[config.mk]
export PLATFORM = sky130hd
export DESIGN_NAME = gfx_raster
export DESIGN_NICKNAME = d
export VERILOG_FILES = /design/src/gfx_pkg.sv /design/src/gfx_pipeline_flow.sv /design/src/gfx_skid_buf.sv /design/src/gfx_setup.sv /design/src/gfx_coarse.sv /design/src/gfx_fine.sv /design/src/gfx_raster.sv
export VERILOG_INCLUDE_DIRS = /design/src
export SDC_FILE = /design/constraint.sdc
export NUM_CORES = 2
export LEC_CHECK = 0
export BUFFER_PORTS_ARGS = -buffer_cell sky130_fd_sc_hd__buf_2
export CAP_MARGIN = 20
export CORE_UTILIZATION = 63
export CTS_CLUSTER_DIAMETER = 80
export DETAILED_ROUTE_END_ITERATION = 6
export PLACE_DENSITY_LB_ADDON = 0.12
export SLEW_MARGIN = 10
export SYNTH_ARGS = -nofsm -noshare
export SYNTH_HDL_FRONTEND = slang
export SYNTH_HIERARCHICAL = 1
export SYNTH_SLANG_ARGS = --single-unit
[constraint.sdc]
create_clock -name clk -period 21.3 [get_ports clk]
set_input_delay 1.065 -clock clk [delete_from_list [all_inputs] [get_ports clk]]
set_output_delay 1.065 -clock clk [all_outputs]
set_load 0.02 [all_outputs]
[src/gfx_macros.svh]
`ifndef GFX_MACROS_SVH
`define GFX_MACROS_SVH

// Screen geometry.
`define GFX_COORD_BITS   6
`define GFX_SCREEN_SIZE  64

// Tile side and lanes per block.
`define GFX_RASTER_SIZE  4
`define GFX_FINE_LANES   16

// Stage depths.
`define GFX_SETUP_STAGES 3
`define GFX_FINE_STAGES  2

// Signed edge arithmetic.
`define GFX_EDGE_BITS    16

`endif

[src/gfx_pkg.sv]
`include "gfx_macros.svh"

package gfx_pkg;

	typedef logic [`GFX_COORD_BITS - 1:0] coord_t;

	// Index 1 holds x, index 0 holds y.
	typedef coord_t [1:0] raster_xy;
	typedef raster_xy frag_xy;

	typedef logic signed [`GFX_EDGE_BITS - 1:0] edge_t;

	// Edge 0 is a to b, edge 1 is b to c, edge 2 is c to a.
	typedef edge_t [2:0] fixed_tri;

	typedef logic [$clog2(`GFX_SCREEN_SIZE / `GFX_RASTER_SIZE) - 1:0] coarse_dim;

	// Lane index is y * tile side + x.
	typedef logic [`GFX_FINE_LANES - 1:0] paint_lanes;
	typedef frag_xy [`GFX_FINE_LANES - 1:0] frag_xy_lanes;

	typedef enum logic [1:0] {
		IDLE,
		WALK,
		LAST
	} coarse_state_t;

endpackage

[src/gfx_pipeline_flow.sv]
module gfx_pipeline_flow #(
	parameter int STAGES = 1
)
(
	input  logic clk,
	input  logic rst_n,

	input  logic in_valid,
	output logic in_ready,

	output logic out_valid,
	input  logic out_ready,

	output logic stall
);

	logic [STAGES - 1:0] valid;

	assign out_valid = valid[STAGES - 1];

	// Whole chain freezes while the tail is blocked.
	assign stall = out_valid && !out_ready;
	assign in_ready = !stall;

	always_ff @(posedge clk) begin
		if (!rst_n) begin
			valid <= '0;
		end else if (!stall) begin
			valid[0] <= in_valid;
			for (int i = 1; i < STAGES; i++) begin
				valid[i] <= valid[i - 1];
			end
		end
	end

endmodule

[src/gfx_skid_buf.sv]
module gfx_skid_buf #(
	parameter int WIDTH = 1
)
(
	input  logic               clk,
	input  logic               rst_n,

	input  logic               stall,
	input  logic [WIDTH - 1:0] in,
	output logic [WIDTH - 1:0] out
);

	logic               held;
	logic [WIDTH - 1:0] held_data;

	always_ff @(posedge clk) begin
		if (!rst_n)
			held <= 1'b0;
		else
			held <= stall;
	end

	always_ff @(posedge clk) begin
		if (stall && !held)
			held_data <= in; // First stalled cycle.
	end

	assign out = held ? held_data : in;

endmodule

[src/gfx_setup.sv]
`include "gfx_macros.svh"

module gfx_setup
	import gfx_pkg::*;
(
	input  logic      clk,
	input  logic      rst_n,
	input  logic      stall,

	input  raster_xy  vertex_a,
	input  raster_xy  vertex_b,
	input  raster_xy  vertex_c,

	output fixed_tri  step_x,
	output fixed_tri  step_y,
	output fixed_tri  edge_refs,
	output raster_xy  pos_ref,
	output coarse_dim span_x,
	output coarse_dim span_y,
	output logic      empty
);

	function automatic edge_t diff(coord_t p, coord_t q);
		return edge_t'(p) - edge_t'(q);
	endfunction

	function automatic coord_t min3(coord_t p, coord_t q, coord_t r);
		coord_t m;
		m = p < q ? p : q;
		return m < r ? m : r;
	endfunction

	function automatic coord_t max3(coord_t p, coord_t q, coord_t r);
		coord_t m;
		m = p > q ? p : q;
		return m > r ? m : r;
	endfunction

	localparam coord_t TILE_MASK = coord_t'(`GFX_RASTER_SIZE - 1);

	edge_t    area;
	raster_xy s1_v[3], s2_v[3];
	raster_xy s2_lo, s2_hi;
	fixed_tri s2_step_x, s2_step_y, st_x, st_y, refs;
	logic     s1_empty, s2_empty;

	// Doubled signed area, positive for the kept winding.
	always_comb begin
		area = diff(vertex_b[1], vertex_a[1]) * diff(vertex_c[0], vertex_a[0])
		     - diff(vertex_b[0], vertex_a[0]) * diff(vertex_c[1], vertex_a[1]);
	end

	always_comb begin
		for (int i = 0; i < 3; i++) begin
			st_x[i] = diff(s1_v[i][0], s1_v[(i + 1) % 3][0]);
			st_y[i] = diff(s1_v[(i + 1) % 3][1], s1_v[i][1]);
			refs[i] = s2_step_x[i] * diff(s2_lo[1], s2_v[i][1])
			        + s2_step_y[i] * diff(s2_lo[0], s2_v[i][0]);
		end
	end

	always_ff @(posedge clk) begin
		if (!stall) begin
			s1_v[0] <= vertex_a;
			s1_v[1] <= area < 0 ? vertex_c : vertex_b; // Swap b and c.
			s1_v[2] <= area < 0 ? vertex_b : vertex_c;

			s2_v <= s1_v;
			s2_step_x <= st_x;
			s2_step_y <= st_y;
			s2_lo[1] <= min3(s1_v[0][1], s1_v[1][1], s1_v[2][1]) & ~TILE_MASK;
			s2_lo[0] <= min3(s1_v[0][0], s1_v[1][0], s1_v[2][0]) & ~TILE_MASK;
			s2_hi[1] <= max3(s1_v[0][1], s1_v[1][1], s1_v[2][1]) | TILE_MASK;
			s2_hi[0] <= max3(s1_v[0][0], s1_v[1][0], s1_v[2][0]) | TILE_MASK;

			step_x <= s2_step_x;
			step_y <= s2_step_y;
			edge_refs <= refs;
			pos_ref <= s2_lo;
			span_x <= coarse_dim'((s2_hi[1] - s2_lo[1]) / `GFX_RASTER_SIZE);
			span_y <= coarse_dim'((s2_hi[0] - s2_lo[0]) / `GFX_RASTER_SIZE);
		end
	end

	always_ff @(posedge clk) begin
		if (!rst_n) begin
			s1_empty <= 1'b0;
			s2_empty <= 1'b0;
			empty <= 1'b0;
		end else if (!stall) begin
			s1_empty <= area == 0;
			s2_empty <= s1_empty;
			empty <= s2_empty;
		end
	end

endmodule

[src/gfx_coarse.sv]
`include "gfx_macros.svh"

module gfx_coarse
	import gfx_pkg::*;
(
	input  logic      clk,
	input  logic      rst_n,

	input  logic      in_valid,
	output logic      in_ready,
	output logic      out_valid,
	input  logic      out_ready,

	input  fixed_tri  step_x,
	input  fixed_tri  step_y,
	input  fixed_tri  edge_refs,
	input  raster_xy  pos_ref,
	input  coarse_dim span_x,
	input  coarse_dim span_y,
	input  logic      empty,

	output raster_xy  pos,
	output fixed_tri  corners,
	output fixed_tri  step_x_out,
	output fixed_tri  step_y_out
);

	coarse_state_t state;
	coarse_dim     tile_x, tile_y, next_x, next_y, last_x, last_y;
	fixed_tri      sx_q, sy_q, row_q, corner_q;
	fixed_tri      tile_dx, tile_dy, reach, next_row, next_col;
	raster_xy      org_q;
	logic          hit, advance, row_end;

	// Largest value over the tile's four corners, per edge.
	always_comb begin
		hit = 1'b1;
		for (int i = 0; i < 3; i++) begin
			tile_dx[i] = sx_q[i] * edge_t'(`GFX_RASTER_SIZE);
			tile_dy[i] = sy_q[i] * edge_t'(`GFX_RASTER_SIZE);
			next_row[i] = row_q[i] + tile_dy[i];
			next_col[i] = corner_q[i] + tile_dx[i];
			reach[i] = corner_q[i];
			if (sx_q[i] > 0)
				reach[i] = reach[i] + tile_dx[i] - sx_q[i];
			if (sy_q[i] > 0)
				reach[i] = reach[i] + tile_dy[i] - sy_q[i];
			hit = hit && reach[i] >= 0;
		end
	end

	assign row_end = tile_x == last_x;
	assign next_x = row_end ? '0 : tile_x + 1'b1;
	assign next_y = row_end ? tile_y + 1'b1 : tile_y;

	assign in_ready = state == IDLE;
	assign out_valid = state != IDLE && hit;
	assign advance = state != IDLE && (!hit || out_ready); // Rejects take one cycle.

	always_ff @(posedge clk) begin
		if (!rst_n) begin
			state <= IDLE;
			tile_x <= '0;
			tile_y <= '0;
		end else begin
			case (state)
				IDLE: if (in_valid) begin
					tile_x <= '0;
					tile_y <= '0;
					if (empty)
						state <= IDLE;
					else if (span_x == '0 && span_y == '0)
						state <= LAST;
					else
						state <= WALK;
				end
				WALK: if (advance) begin
					tile_x <= next_x;
					tile_y <= next_y;
					if (next_x == last_x && next_y == last_y)
						state <= LAST;
				end
				LAST: if (advance) state <= IDLE;
				default: state <= IDLE;
			endcase
		end
	end

	always_ff @(posedge clk) begin
		if (in_valid && in_ready) begin
			sx_q <= step_x;
			sy_q <= step_y;
			row_q <= edge_refs;
			corner_q <= edge_refs;
			org_q <= pos_ref;
			last_x <= span_x;
			last_y <= span_y;
		end else if (advance) begin
			if (row_end) begin
				row_q <= next_row;
				corner_q <= next_row;
			end else begin
				corner_q <= next_col;
			end
		end
	end

	assign pos[1] = org_q[1] + coord_t'(tile_x * `GFX_RASTER_SIZE);
	assign pos[0] = org_q[0] + coord_t'(tile_y * `GFX_RASTER_SIZE);
	assign corners = corner_q;
	assign step_x_out = sx_q;
	assign step_y_out = sy_q;

endmodule

[src/gfx_fine.sv]
module gfx_fine
	import gfx_pkg::*;
#(
	parameter int X = 0,
	parameter int Y = 0
)
(
	input  logic     clk,
	input  logic     rst_n,
	input  logic     stall,

	input  raster_xy pos,
	input  fixed_tri corners,
	input  fixed_tri step_x,
	input  fixed_tri step_y,

	output logic     paint,
	output frag_xy   fragment
);

	fixed_tri sum, sum_q;
	frag_xy   frag_q;

	always_comb begin
		for (int i = 0; i < 3; i++)
			sum[i] = corners[i] + edge_t'(X) * step_x[i] + edge_t'(Y) * step_y[i];
	end

	always_ff @(posedge clk) begin
		if (!stall) begin
			sum_q <= sum;
			frag_q[1] <= pos[1] + coord_t'(X);
			frag_q[0] <= pos[0] + coord_t'(Y);
			fragment <= frag_q;
		end
	end

	always_ff @(posedge clk) begin
		if (!rst_n)
			paint <= 1'b0;
		else if (!stall)
			paint <= sum_q[0] >= 0 && sum_q[1] >= 0 && sum_q[2] >= 0; // Inside all edges.
	end

endmodule

[src/gfx_raster.sv]
`include "gfx_macros.svh"

module gfx_raster
	import gfx_pkg::*;
(
	input  logic         clk,
	input  logic         rst_n,

	input  raster_xy     vertex_a,
	input  raster_xy     vertex_b,
	input  raster_xy     vertex_c,
	input  logic         in_valid,
	output logic         in_ready,

	output frag_xy_lanes fragments,
	input  logic         out_ready,
	output paint_lanes   out_valid
);

	logic       setup_stall, setup_valid;
	logic       coarse_ready, coarse_valid;
	logic       fine_ready, fine_stall, fine_valid;

	fixed_tri   step_x, step_y, edge_refs;
	raster_xy   pos_ref;
	coarse_dim  span_x, span_y;
	logic       empty;

	raster_xy   coarse_pos;
	fixed_tri   coarse_corners, fine_step_x, fine_step_y;

	paint_lanes paint_ij, skid_paint_ij;
	frag_xy     fragment_ij[`GFX_RASTER_SIZE][`GFX_RASTER_SIZE];

	gfx_pipeline_flow #(.STAGES(`GFX_SETUP_STAGES)) setup_flow (
		.stall(setup_stall),
		.out_ready(coarse_ready),
		.out_valid(setup_valid),
		.*
	);

	gfx_setup setup (
		.stall(setup_stall),
		.*
	);

	gfx_coarse coarse (
		.in_valid(setup_valid),
		.in_ready(coarse_ready),
		.out_valid(coarse_valid),
		.out_ready(fine_ready),
		.pos(coarse_pos),
		.corners(coarse_corners),
		.step_x_out(fine_step_x),
		.step_y_out(fine_step_y),
		.*
	);

	// Blocks with nothing to paint drain without waiting.
	gfx_pipeline_flow #(.STAGES(`GFX_FINE_STAGES)) fine_flow (
		.clk,
		.rst_n,
		.in_valid(coarse_valid),
		.in_ready(fine_ready),
		.out_valid(fine_valid),
		.out_ready(out_ready || !(|skid_paint_ij)),
		.stall(fine_stall)
	);

	gfx_skid_buf #(.WIDTH(`GFX_FINE_LANES)) skid_paint (
		.stall(fine_stall),
		.in(paint_ij),
		.out(skid_paint_ij),
		.*
	);

	assign out_valid = skid_paint_ij & {`GFX_FINE_LANES{fine_valid}};

	genvar i, j;
	generate
		for (i = 0; i < `GFX_RASTER_SIZE; i++) begin : fine_x
			for (j = 0; j < `GFX_RASTER_SIZE; j++) begin : fine_y
				gfx_fine #(.X(i), .Y(j)) fine (
					.clk,
					.rst_n,
					.stall(fine_stall),
					.pos(coarse_pos),
					.corners(coarse_corners),
					.step_x(fine_step_x),
					.step_y(fine_step_y),
					.paint(paint_ij[j * `GFX_RASTER_SIZE + i]),
					.fragment(fragment_ij[i][j])
				);

				gfx_skid_buf #(.WIDTH($bits(frag_xy))) skid_fragment (
					.stall(fine_stall),
					.in(fragment_ij[i][j]),
					.out(fragments[j * `GFX_RASTER_SIZE + i]),
					.*
				);
			end
		end
	endgenerate

endmodule

## Word-level counts from Yosys, hierarchy flattened

Index checks and enable logic that the tools add are counted.

| storage, ports and cells | value |
|---|---|
| register bits | 1659 |
| input port bits | 40 |
| output and inout bits | 209 |
| word-level logic and storage cells | 455 |

| cells by class | value |
|---|---|
| add/subtract/negate cells | 92 |
| multiply operators | 14 |
| $lt $le $gt $ge | 66 |
| equal/unequal tests | 9 |
| multiplexer cells | 53 |
| bitwise logic cells | 1 |
| reduce and logical (&&, ||, !) cells | 63 |

Operators by type and width:

| kind | number |
|---|---|
| 16-bit adder | 57 |
| 16-bit by 1-bit greater-or-equal comparator with 1-bit output, second input constant | 51 |
| 48-bit 2-to-1 mux | 6 |
| 12-bit 2-to-1 mux | 18 |
| 16-bit by 16-bit multiplier with 16-bit output | 8 |
| 16-bit 2-to-1 mux | 7 |
| 16-bit subtractor | 7 |
| 6-bit by 6-bit subtractor with 7-bit output | 16 |
| 16-bit by 1-bit greater-than comparator with 1-bit output, second input constant | 6 |
| 3-bit by 16-bit multiplier with 16-bit output, first input constant | 6 |
| 6-bit 2-to-1 mux | 8 |
| 1-bit logical AND | 42 |
| 32-bit logical NOT | 1 |
| 6-bit by 2-bit adder with 6-bit output, second input constant | 4 |
| 6-bit greater-than comparator | 4 |
| 6-bit < comparator | 4 |
| 4-bit 2-to-1 mux | 5 |
| 16-bit bitwise AND | 1 |
| 16-bit by 1-bit < comparator with 1-bit output, second input constant | 1 |
| 4-bit one-hot mux with 2 select lines | 2 |
| 16-bit OR reduction | 1 |
| 6-bit by 1-bit adder with 6-bit output, second input constant | 2 |
| 6-bit adder | 2 |
| 4-bit equality test | 3 |
| 16 further kinds | 36 |

## Logic depth before layout (Yosys ltp)

| logic depth | value |
|---|---|
| depth in word-level cells | 14 |
| gate-level depth with buffers | 33 |
| mapped depth without buffers | 32 |

## Hierarchy

The synthesis kept the hierarchy.

By module, submodules not included:

| module | instances | cells each | area an instance (sq um) | seq. area each (sq um) |
|---|---|---|---|---|
| gfx_setup | 1 | 2632 | 29034.1 | 7146.9 |
| gfx_coarse | 1 | 1676 | 16882.4 | 6566.3 |
| gfx_skid_buf (fine_x[0].fine_y[0].skid_fragment ...) | 16 | 28 | 575.6 | 380.4 |
| gfx_fine (fine_x[3].fine_y[3].fine) | 1 | 618 | 6546.3 | 830.8 |
| gfx_fine (fine_x[3].fine_y[1].fine) | 1 | 510 | 5158.7 | 830.8 |
| gfx_fine (fine_x[1].fine_y[3].fine) | 1 | 510 | 5124.9 | 830.8 |
| gfx_fine (fine_x[3].fine_y[2].fine) | 1 | 476 | 4898.4 | 830.8 |
| gfx_fine (fine_x[2].fine_y[3].fine) | 1 | 474 | 4877.2 | 830.8 |
| gfx_fine (fine_x[3].fine_y[0].fine) | 1 | 417 | 4000.1 | 830.8 |
| gfx_fine (fine_x[0].fine_y[3].fine) | 1 | 419 | 3991.3 | 830.8 |
| gfx_fine (fine_x[0].fine_y[1].fine ...) | 2 | 165 | 1975.6 | 830.8 |
| gfx_fine (fine_x[1].fine_y[1].fine) | 1 | 229 | 2975.4 | 830.8 |
| gfx_fine (fine_x[2].fine_y[1].fine) | 1 | 215 | 2894.0 | 830.8 |
| gfx_fine (fine_x[1].fine_y[2].fine) | 1 | 204 | 2840.2 | 830.8 |
| 8 more rows | -- | -- | -- | -- |

## Least setup slack after synthesis

No wires, ideal clock.

| timing path | value |
|---|---|
| path kind | register -> register |
| start point | register coarse.corner_q, in the netlist coarse/corners[18] |
| end point | register coarse.corner_q, in the netlist coarse/corners[0], enable pin |
| setup time | 513 ps |
| data arrival time | 9149 ps |
| data required time | 20787 ps |
| setup slack | 11638 ps |
| cell stages (with the launch flop) | 30 |
| buffers on the path | 0 |
| period minus slack after synthesis | 9662 ps |
| cells stage by stage | edfxtp_1 ha_1 fa_1 a21o_1 a21oi_1 o21bai_1 a21oi_1 o21bai_1 a21oi_1 xnor2_1 ha_1 a21oi_1 o21ai_0 a21o_1 a21o_1 xor2_1 mux2i_1 fa_1 inv_1 ha_1 or3_1 nor3_1 nand4_1 a31oi_1 o21a_1 o311ai_0 a211o_1 nand4_4 nor3_1 nor3_1 |

| on the way | value |
|---|---|
| longest elaborated chain between the ends | 13 |

Ends and longest elaborated chain:

| item | RTL line | source |
|---|---|---|
| from (decl) | gfx_coarse.sv:30 | `fixed_tri sx_q, sy_q, row_q, corner_q;` |
| from (signal assigned) | gfx_coarse.sv:94 | `corner_q <= edge_refs;` |
| from (signal assigned) | gfx_coarse.sv:101 | `corner_q <= next_row;` |
| from (signal assigned) | gfx_coarse.sv:103 | `corner_q <= next_col;` |
| 16-bit adder | gfx_coarse.sv:45 | `reach[i] = reach[i] + tile_dx[i] - sx_q[i];` |
| 16-bit subtractor | gfx_coarse.sv:45 |  |
| 16-bit 2-to-1 mux * | gfx_coarse.sv:44 | `if (sx_q[i] > 0)` |
| 16-bit adder | gfx_coarse.sv:47 | `reach[i] = reach[i] + tile_dy[i] - sy_q[i];` |
| 16-bit subtractor | gfx_coarse.sv:47 |  |
| 16-bit 2-to-1 mux * | gfx_coarse.sv:46 | `if (sy_q[i] > 0)` |
| 16-bit by 1-bit greater-or-equal comparator with 1-bit output * | gfx_coarse.sv:48 | `hit = hit && reach[i] >= 0;` |
| 1-bit logical AND * (2 in series) | gfx_coarse.sv:48 |  |
| 1-bit logical NOT * | gfx_coarse.sv:58 | `assign advance = state != IDLE && (!hit \|\| out_ready);` |
| 1-bit logical OR * | gfx_coarse.sv:58 |  |
| 1-bit logical AND * | gfx_coarse.sv:58 |  |
| 2-bit nonzero test (no line) * | -- |  |

Every way passes the cells marked *; elsewhere a longest branch is shown, timed or not.
A chain may end at the register's enable or synchronous reset.

## Worst setup path in the final report

| timing path | value |
|---|---|
| start point | input port vertex_b[0] (netlist bit) |
| end point | register setup/s1_v[15] (netlist bit) (data pin) |

| on the way | value |
|---|---|
| longest elaborated chain between the ends | 5 |

Ends and longest elaborated chain:

| item | RTL line | source |
|---|---|---|
| from (decl) | gfx_raster.sv:10 | `input raster_xy vertex_b,` |
| 6-bit by 6-bit subtractor with 7-bit output | gfx_setup.sv:24 | `return edge_t'(p) - edge_t'(q);` |
| 16-bit by 16-bit multiplier with 16-bit output | gfx_setup.sv:50 | `- diff(vertex_b[0], vertex_a[0]) * diff(vertex_c[1], vertex_a[1]);` |
| 16-bit subtractor | gfx_setup.sv:50 |  |
| 16-bit by 1-bit < comparator with 1-bit output | gfx_setup.sv:65 | `s1_v[1] <= area < 0 ? vertex_c : vertex_b;` |
| 12-bit 2-to-1 mux | gfx_setup.sv:65 |  |
| to (decl) | gfx_setup.sv:42 | `raster_xy s1_v[3], s2_v[3];` |

No other way between the ends.

==> metrics.md <==
| Metric | Value |
|---|---|
| RR Startpoint | `coarse/corners[18]` |
| Warnings, synthesis | `6` |
| Largest delay share family, worst path | `adder cells` |
| Outcome | `finished, final reports clean` |
| Required time of the critical path | `21820 ps` |
| Cell area after synthesis | `111000 um^2` |
| Worst skew pair latency | `800 ps` |
| Average wire per standard cell | `around 21 um` |
| Total negative slack for setup checks | `0 ps` |
| Area of the core | `174000 um^2` |
| Antenna Nets Post-Route | `0` |
| Average via count per standard cell | `5.62` |
| Post-Syn Instances | `approximately 10000` |
| Number of design-rule violations left by the first detailed-router iteration | `4751` |
| Remaining design rule violation count | `0` |
| Worst Path Class, Setup | `input port to flop` |
| Finish-stage setup viols | `0` |
| DP Area | `116000 um^2` |
| CTS H-tree lvls | `3` |
| Total of max-cap violations | `0` |
| Mapped Avg Cell Area | `11.3 um^2` |
| Start point of the worst min-delay path | `fine_x[0].fine_y[0].fine/frag_q[8]` |
| Fraction of layout cells with a size suffix above 1 | `9.64%` |
| Number of enable-type register cells in the synthesized netlist | `1088` |
| Net count, final | `13000` |
| Post-CTS setup-driven buffer insertion count | `0` |
| Area of the die | `about 180000 um^2` |
| Largest fanout on the critical path | `19` |
| R2R Path End | `coarse/corners[3]` |
| Reg2reg setup slack | `13280 ps` |
| Crit path top cell by count | `sky130_fd_sc_hd__fa_1` |
| Clock tree from TritonCTS | `yes` |
| Final design instance area without fill | `120000 um^2` |
| Effective utilization at floorplan | `63.6%` |
| Die height | `422 um` |
| Root buf cell | `sky130_fd_sc_hd__clkbuf_16` |
| Critical Path End Type | `flop` |
| Hold endpoint | `fine_x[0].fine_y[0].fine/fragment[8]` |
| Top-level port count | `249` |
| Hold bufs inserted after CTS | `0` |
| Depth of the worst register-to-register path | `31` |
| Worst min-delay path class | `flop to flop` |
| Slew of the pin with the lowest slew margin | `1180 ps` |
| First-pass GRT wire length | `between 400 and 500 mm` |
| Growth of design area from synthesis to finish | `8.13%` |
| Period utilisation layout | `39.5%` |
| Cell types occupying the most area after synthesis | `sky130_fd_sc_hd__edfxtp_1 29%, sky130_fd_sc_hd__fa_1 22%, sky130_fd_sc_hd__ha_1 17%` |
| Number of rows in the core area | `153` |
| Final min period | `8410 ps` |
| Overall track demand over capacity in global routing | `30.1%` |
| Share of flip-flops with an asynchronous set or reset after synthesis | `0%` |
| Number of stages on the worst hold path | `0` |
| HPWL Detailed | `197 mm` |
| Slowest-stage cell, CP | `sky130_fd_sc_hd__fa_1` |
| Portion of the post-synthesis area used by sequential elements | `between 30% and 40%` |
| Number of clock sinks | `1139` |
| Final Skew | `92.2 ps` |
| Via count of the first global-routing pass | `74600` |
| RSZ-0062 raised after global routing | `false` |
| Max transition margin | `20.9%` |
| Data arrival, critical path | `8930 ps` |
| Largest net degree at the start of global routing | `about 100` |
| Combined buffer and inverter count along the critical path | `8` |
| Initial antenna violation count | `8` |
| Via count | `71000` |
| Area share of the leading cell type in the synthesized netlist | `29.4%` |
| Floorplan die width | `between 400 and 500 um` |
| Number of hold-slack violations in the final timing report | `0` |
| Clock input transition at the sequential cells of the worst setup and hold paths | `60 ps` |
| Number of clock buffers inserted by TritonCTS | `120` |
| Number of storage elements in the synthesis netlist | `1139` |
| Detailed-route wire length | `between 200 and 300 mm` |
| Cell variety after synth | `around 120` |
| Count of input and output buffers | `248` |
| Routability congestion estimate | `0.920` |
| Total grt overflow | `0` |
| Yosys top cell by area | `sky130_fd_sc_hd__edfxtp_1` |
| Resized Gates After CTS | `0` |
| Clock tree buffer depth | `3` |
| Largest incremental delay on the critical path | `roughly 600 ps` |
| Count of pins over their slew limit | `0` |
| Pre-Repair DR Iteration Count | `6` |
| Fmax achieved | `0.119 GHz` |
| Most used DFF post-synth | `sky130_fd_sc_hd__edfxtp_1` |
| Startpoint types | `input port` |
==> layout make-up <==
type / instances / area, um^2
diodes: 3 / 7.51
fillers: 12900 / 54400
repair buffers: 431 / 2840
multi-input cells: 6242 / 67900
inverters: 2269 / 8530
clock buffers: 146 / 3140
flip-flops and latches: 1139 / 33700
well taps: 2325 / 2910
clock inverters: 83 / 947
==> cell usage after synthesis, types with 54 or more instances <==
cell type                     n
sky130_fd_sc_hd__a21o_1     165
sky130_fd_sc_hd__a21oi_1    334
sky130_fd_sc_hd__and2_1     193
sky130_fd_sc_hd__and3_1      58
sky130_fd_sc_hd__buf_4       63
sky130_fd_sc_hd__edfxtp_1  1088
sky130_fd_sc_hd__fa_1      1226
sky130_fd_sc_hd__ha_1      1519
sky130_fd_sc_hd__inv_1     2267
sky130_fd_sc_hd__mux2_2      78
sky130_fd_sc_hd__mux2_4     169
sky130_fd_sc_hd__mux2i_1     69
sky130_fd_sc_hd__nand2_1    380
sky130_fd_sc_hd__nand2b_1    86
sky130_fd_sc_hd__nand3_1    101
sky130_fd_sc_hd__nor2_1     303
sky130_fd_sc_hd__nor2b_1     74
sky130_fd_sc_hd__nor3_1      71
sky130_fd_sc_hd__o21a_1      54
sky130_fd_sc_hd__o21ai_0    211
sky130_fd_sc_hd__xnor2_1    415
sky130_fd_sc_hd__xor2_1     137
==> through the flow <==
step	instances	worst slack [ps]	util [%]	hold slack, ps
global route	12600	12380	68.8	407
detailed placement	12400	11730	66.3	405
floorplan	9792	11640	-	400
global placement	12400	11870	66.3	400
finish	12600	12890	68.8	399
CTS	12600	12530	68.6	404
==> per-layer routing <==
metal,wire (um),GRT usage (%)
met1,112000,40.8
met2,124000,50.0
met3,15000,3.96
met4,10000,10.7
met5,45,0
==> worst reg2reg max path: cells and delay by family (launching register included) <==
kind                     cells  cell delay, ps
multiplexers                 1             120
AND/OR/NAND/NOR              6            1460
flip-flops                   1             360
AO/OA/AOI/OAI               14            2750
adder cells (fa/ha/maj)      5            1750
XOR/XNOR                     2             400
buffers and inverters        3             780
==> cell usage in the layout, fill, tap and decap left out, types with 19 or more instances in the layout <==
cell type,count
sky130_fd_sc_hd__o21ai_0,211
sky130_fd_sc_hd__a21oi_1,334
sky130_fd_sc_hd__a31oi_1,32
sky130_fd_sc_hd__o21bai_1,43
sky130_fd_sc_hd__nor2_1,302
sky130_fd_sc_hd__o211ai_1,24
sky130_fd_sc_hd__nand2_1,379
sky130_fd_sc_hd__buf_4,172
sky130_fd_sc_hd__and2_1,193
sky130_fd_sc_hd__o21a_1,54
sky130_fd_sc_hd__a211oi_1,51
sky130_fd_sc_hd__and3_1,58
sky130_fd_sc_hd__xor2_1,137
sky130_fd_sc_hd__mux2i_1,69
sky130_fd_sc_hd__clkinv_2,19
sky130_fd_sc_hd__mux2_2,78
sky130_fd_sc_hd__edfxtp_1,1088
sky130_fd_sc_hd__a21o_1,165
sky130_fd_sc_hd__nand4_1,40
sky130_fd_sc_hd__clkinv_1,25
sky130_fd_sc_hd__buf_2,248
sky130_fd_sc_hd__ha_1,1517
sky130_fd_sc_hd__fa_1,1226
sky130_fd_sc_hd__nor2b_1,74
sky130_fd_sc_hd__nor3_1,70
sky130_fd_sc_hd__mux2_4,169
sky130_fd_sc_hd__inv_1,2264
sky130_fd_sc_hd__xnor2_1,410
sky130_fd_sc_hd__nor4_1,49
sky130_fd_sc_hd__nand2b_1,86
sky130_fd_sc_hd__nand3_1,101
sky130_fd_sc_hd__clkbuf_16,120
sky130_fd_sc_hd__clkbuf_1,22
sky130_fd_sc_hd__dfxtp_1,51
==> worst max-delay path by stage <==
stage / start / end / slack (ps) / depth (start not counted)
6_report: vertex_b[0] / setup/s1_v[15] / 12890 / 30
2_1_floorplan: coarse/corners[18] / coarse/corners[0] / 11640 / 29
4_1_cts: vertex_b[0] / setup/s1_v[15] / 12530 / 29
5_1_grt: vertex_b[0] / setup/s1_v[15] / 12380 / 29
3_3_place_gp: vertex_b[0] / setup/s1_v[14] / 11870 / 29
3_5_place_dp: vertex_b[0] / setup/s1_v[15] / 11730 / 29
==> sequential cells by signal (all words and copies together) (netlist names), 8 cells and up <==
register                               cells
fine_x.fine_y.fine/frag_q                192
fine_x.fine_y.fine/fragment              192
fine_x.fine_y.skid_fragment/held_data    192
coarse/corners                            48
coarse/row_q                              48
coarse/step_x_out                         48
coarse/step_y_out                         48
fine_x.fine_y.fine/sum_q                  48
setup/edge_refs                           48
setup/s1_v                                36
setup/s2_v                                36
setup/s2_step_x                           21
setup/s2_step_y                           21
setup/step_x                              21
setup/step_y                              21
fine_x.fine_y.fine/paint                  16
fine_x.fine_y.skid_fragment/held          16
skid_paint/held_data                      16
coarse/org_q                              12
setup/pos_ref                              8
setup/s2_hi                                8
setup/s2_lo                                8
==> kinds of logic (layout without fill, tap and decap cells) <==
family | Yosys count | in the layout | synth area share (%)
DFF | 1139 | 1139 | 30.4
adders and majority gates | 2745 | 2745 | 39.3
buffers and inverters | 2411 | 2929 | 8.54
AOI/OAI and AO/OA | 1149 | 1149 | 6.87
xor gates and xnor gates | 559 | 559 | 4.50
muxes | 321 | 321 | 3.76
other | 1 | 7 | 0.00338
and+or+nand+nor | 1464 | 1464 | 6.70
Power is not shown: default switching activity piles up to over one toggle a cycle in this logic, so the estimate is an artifact.
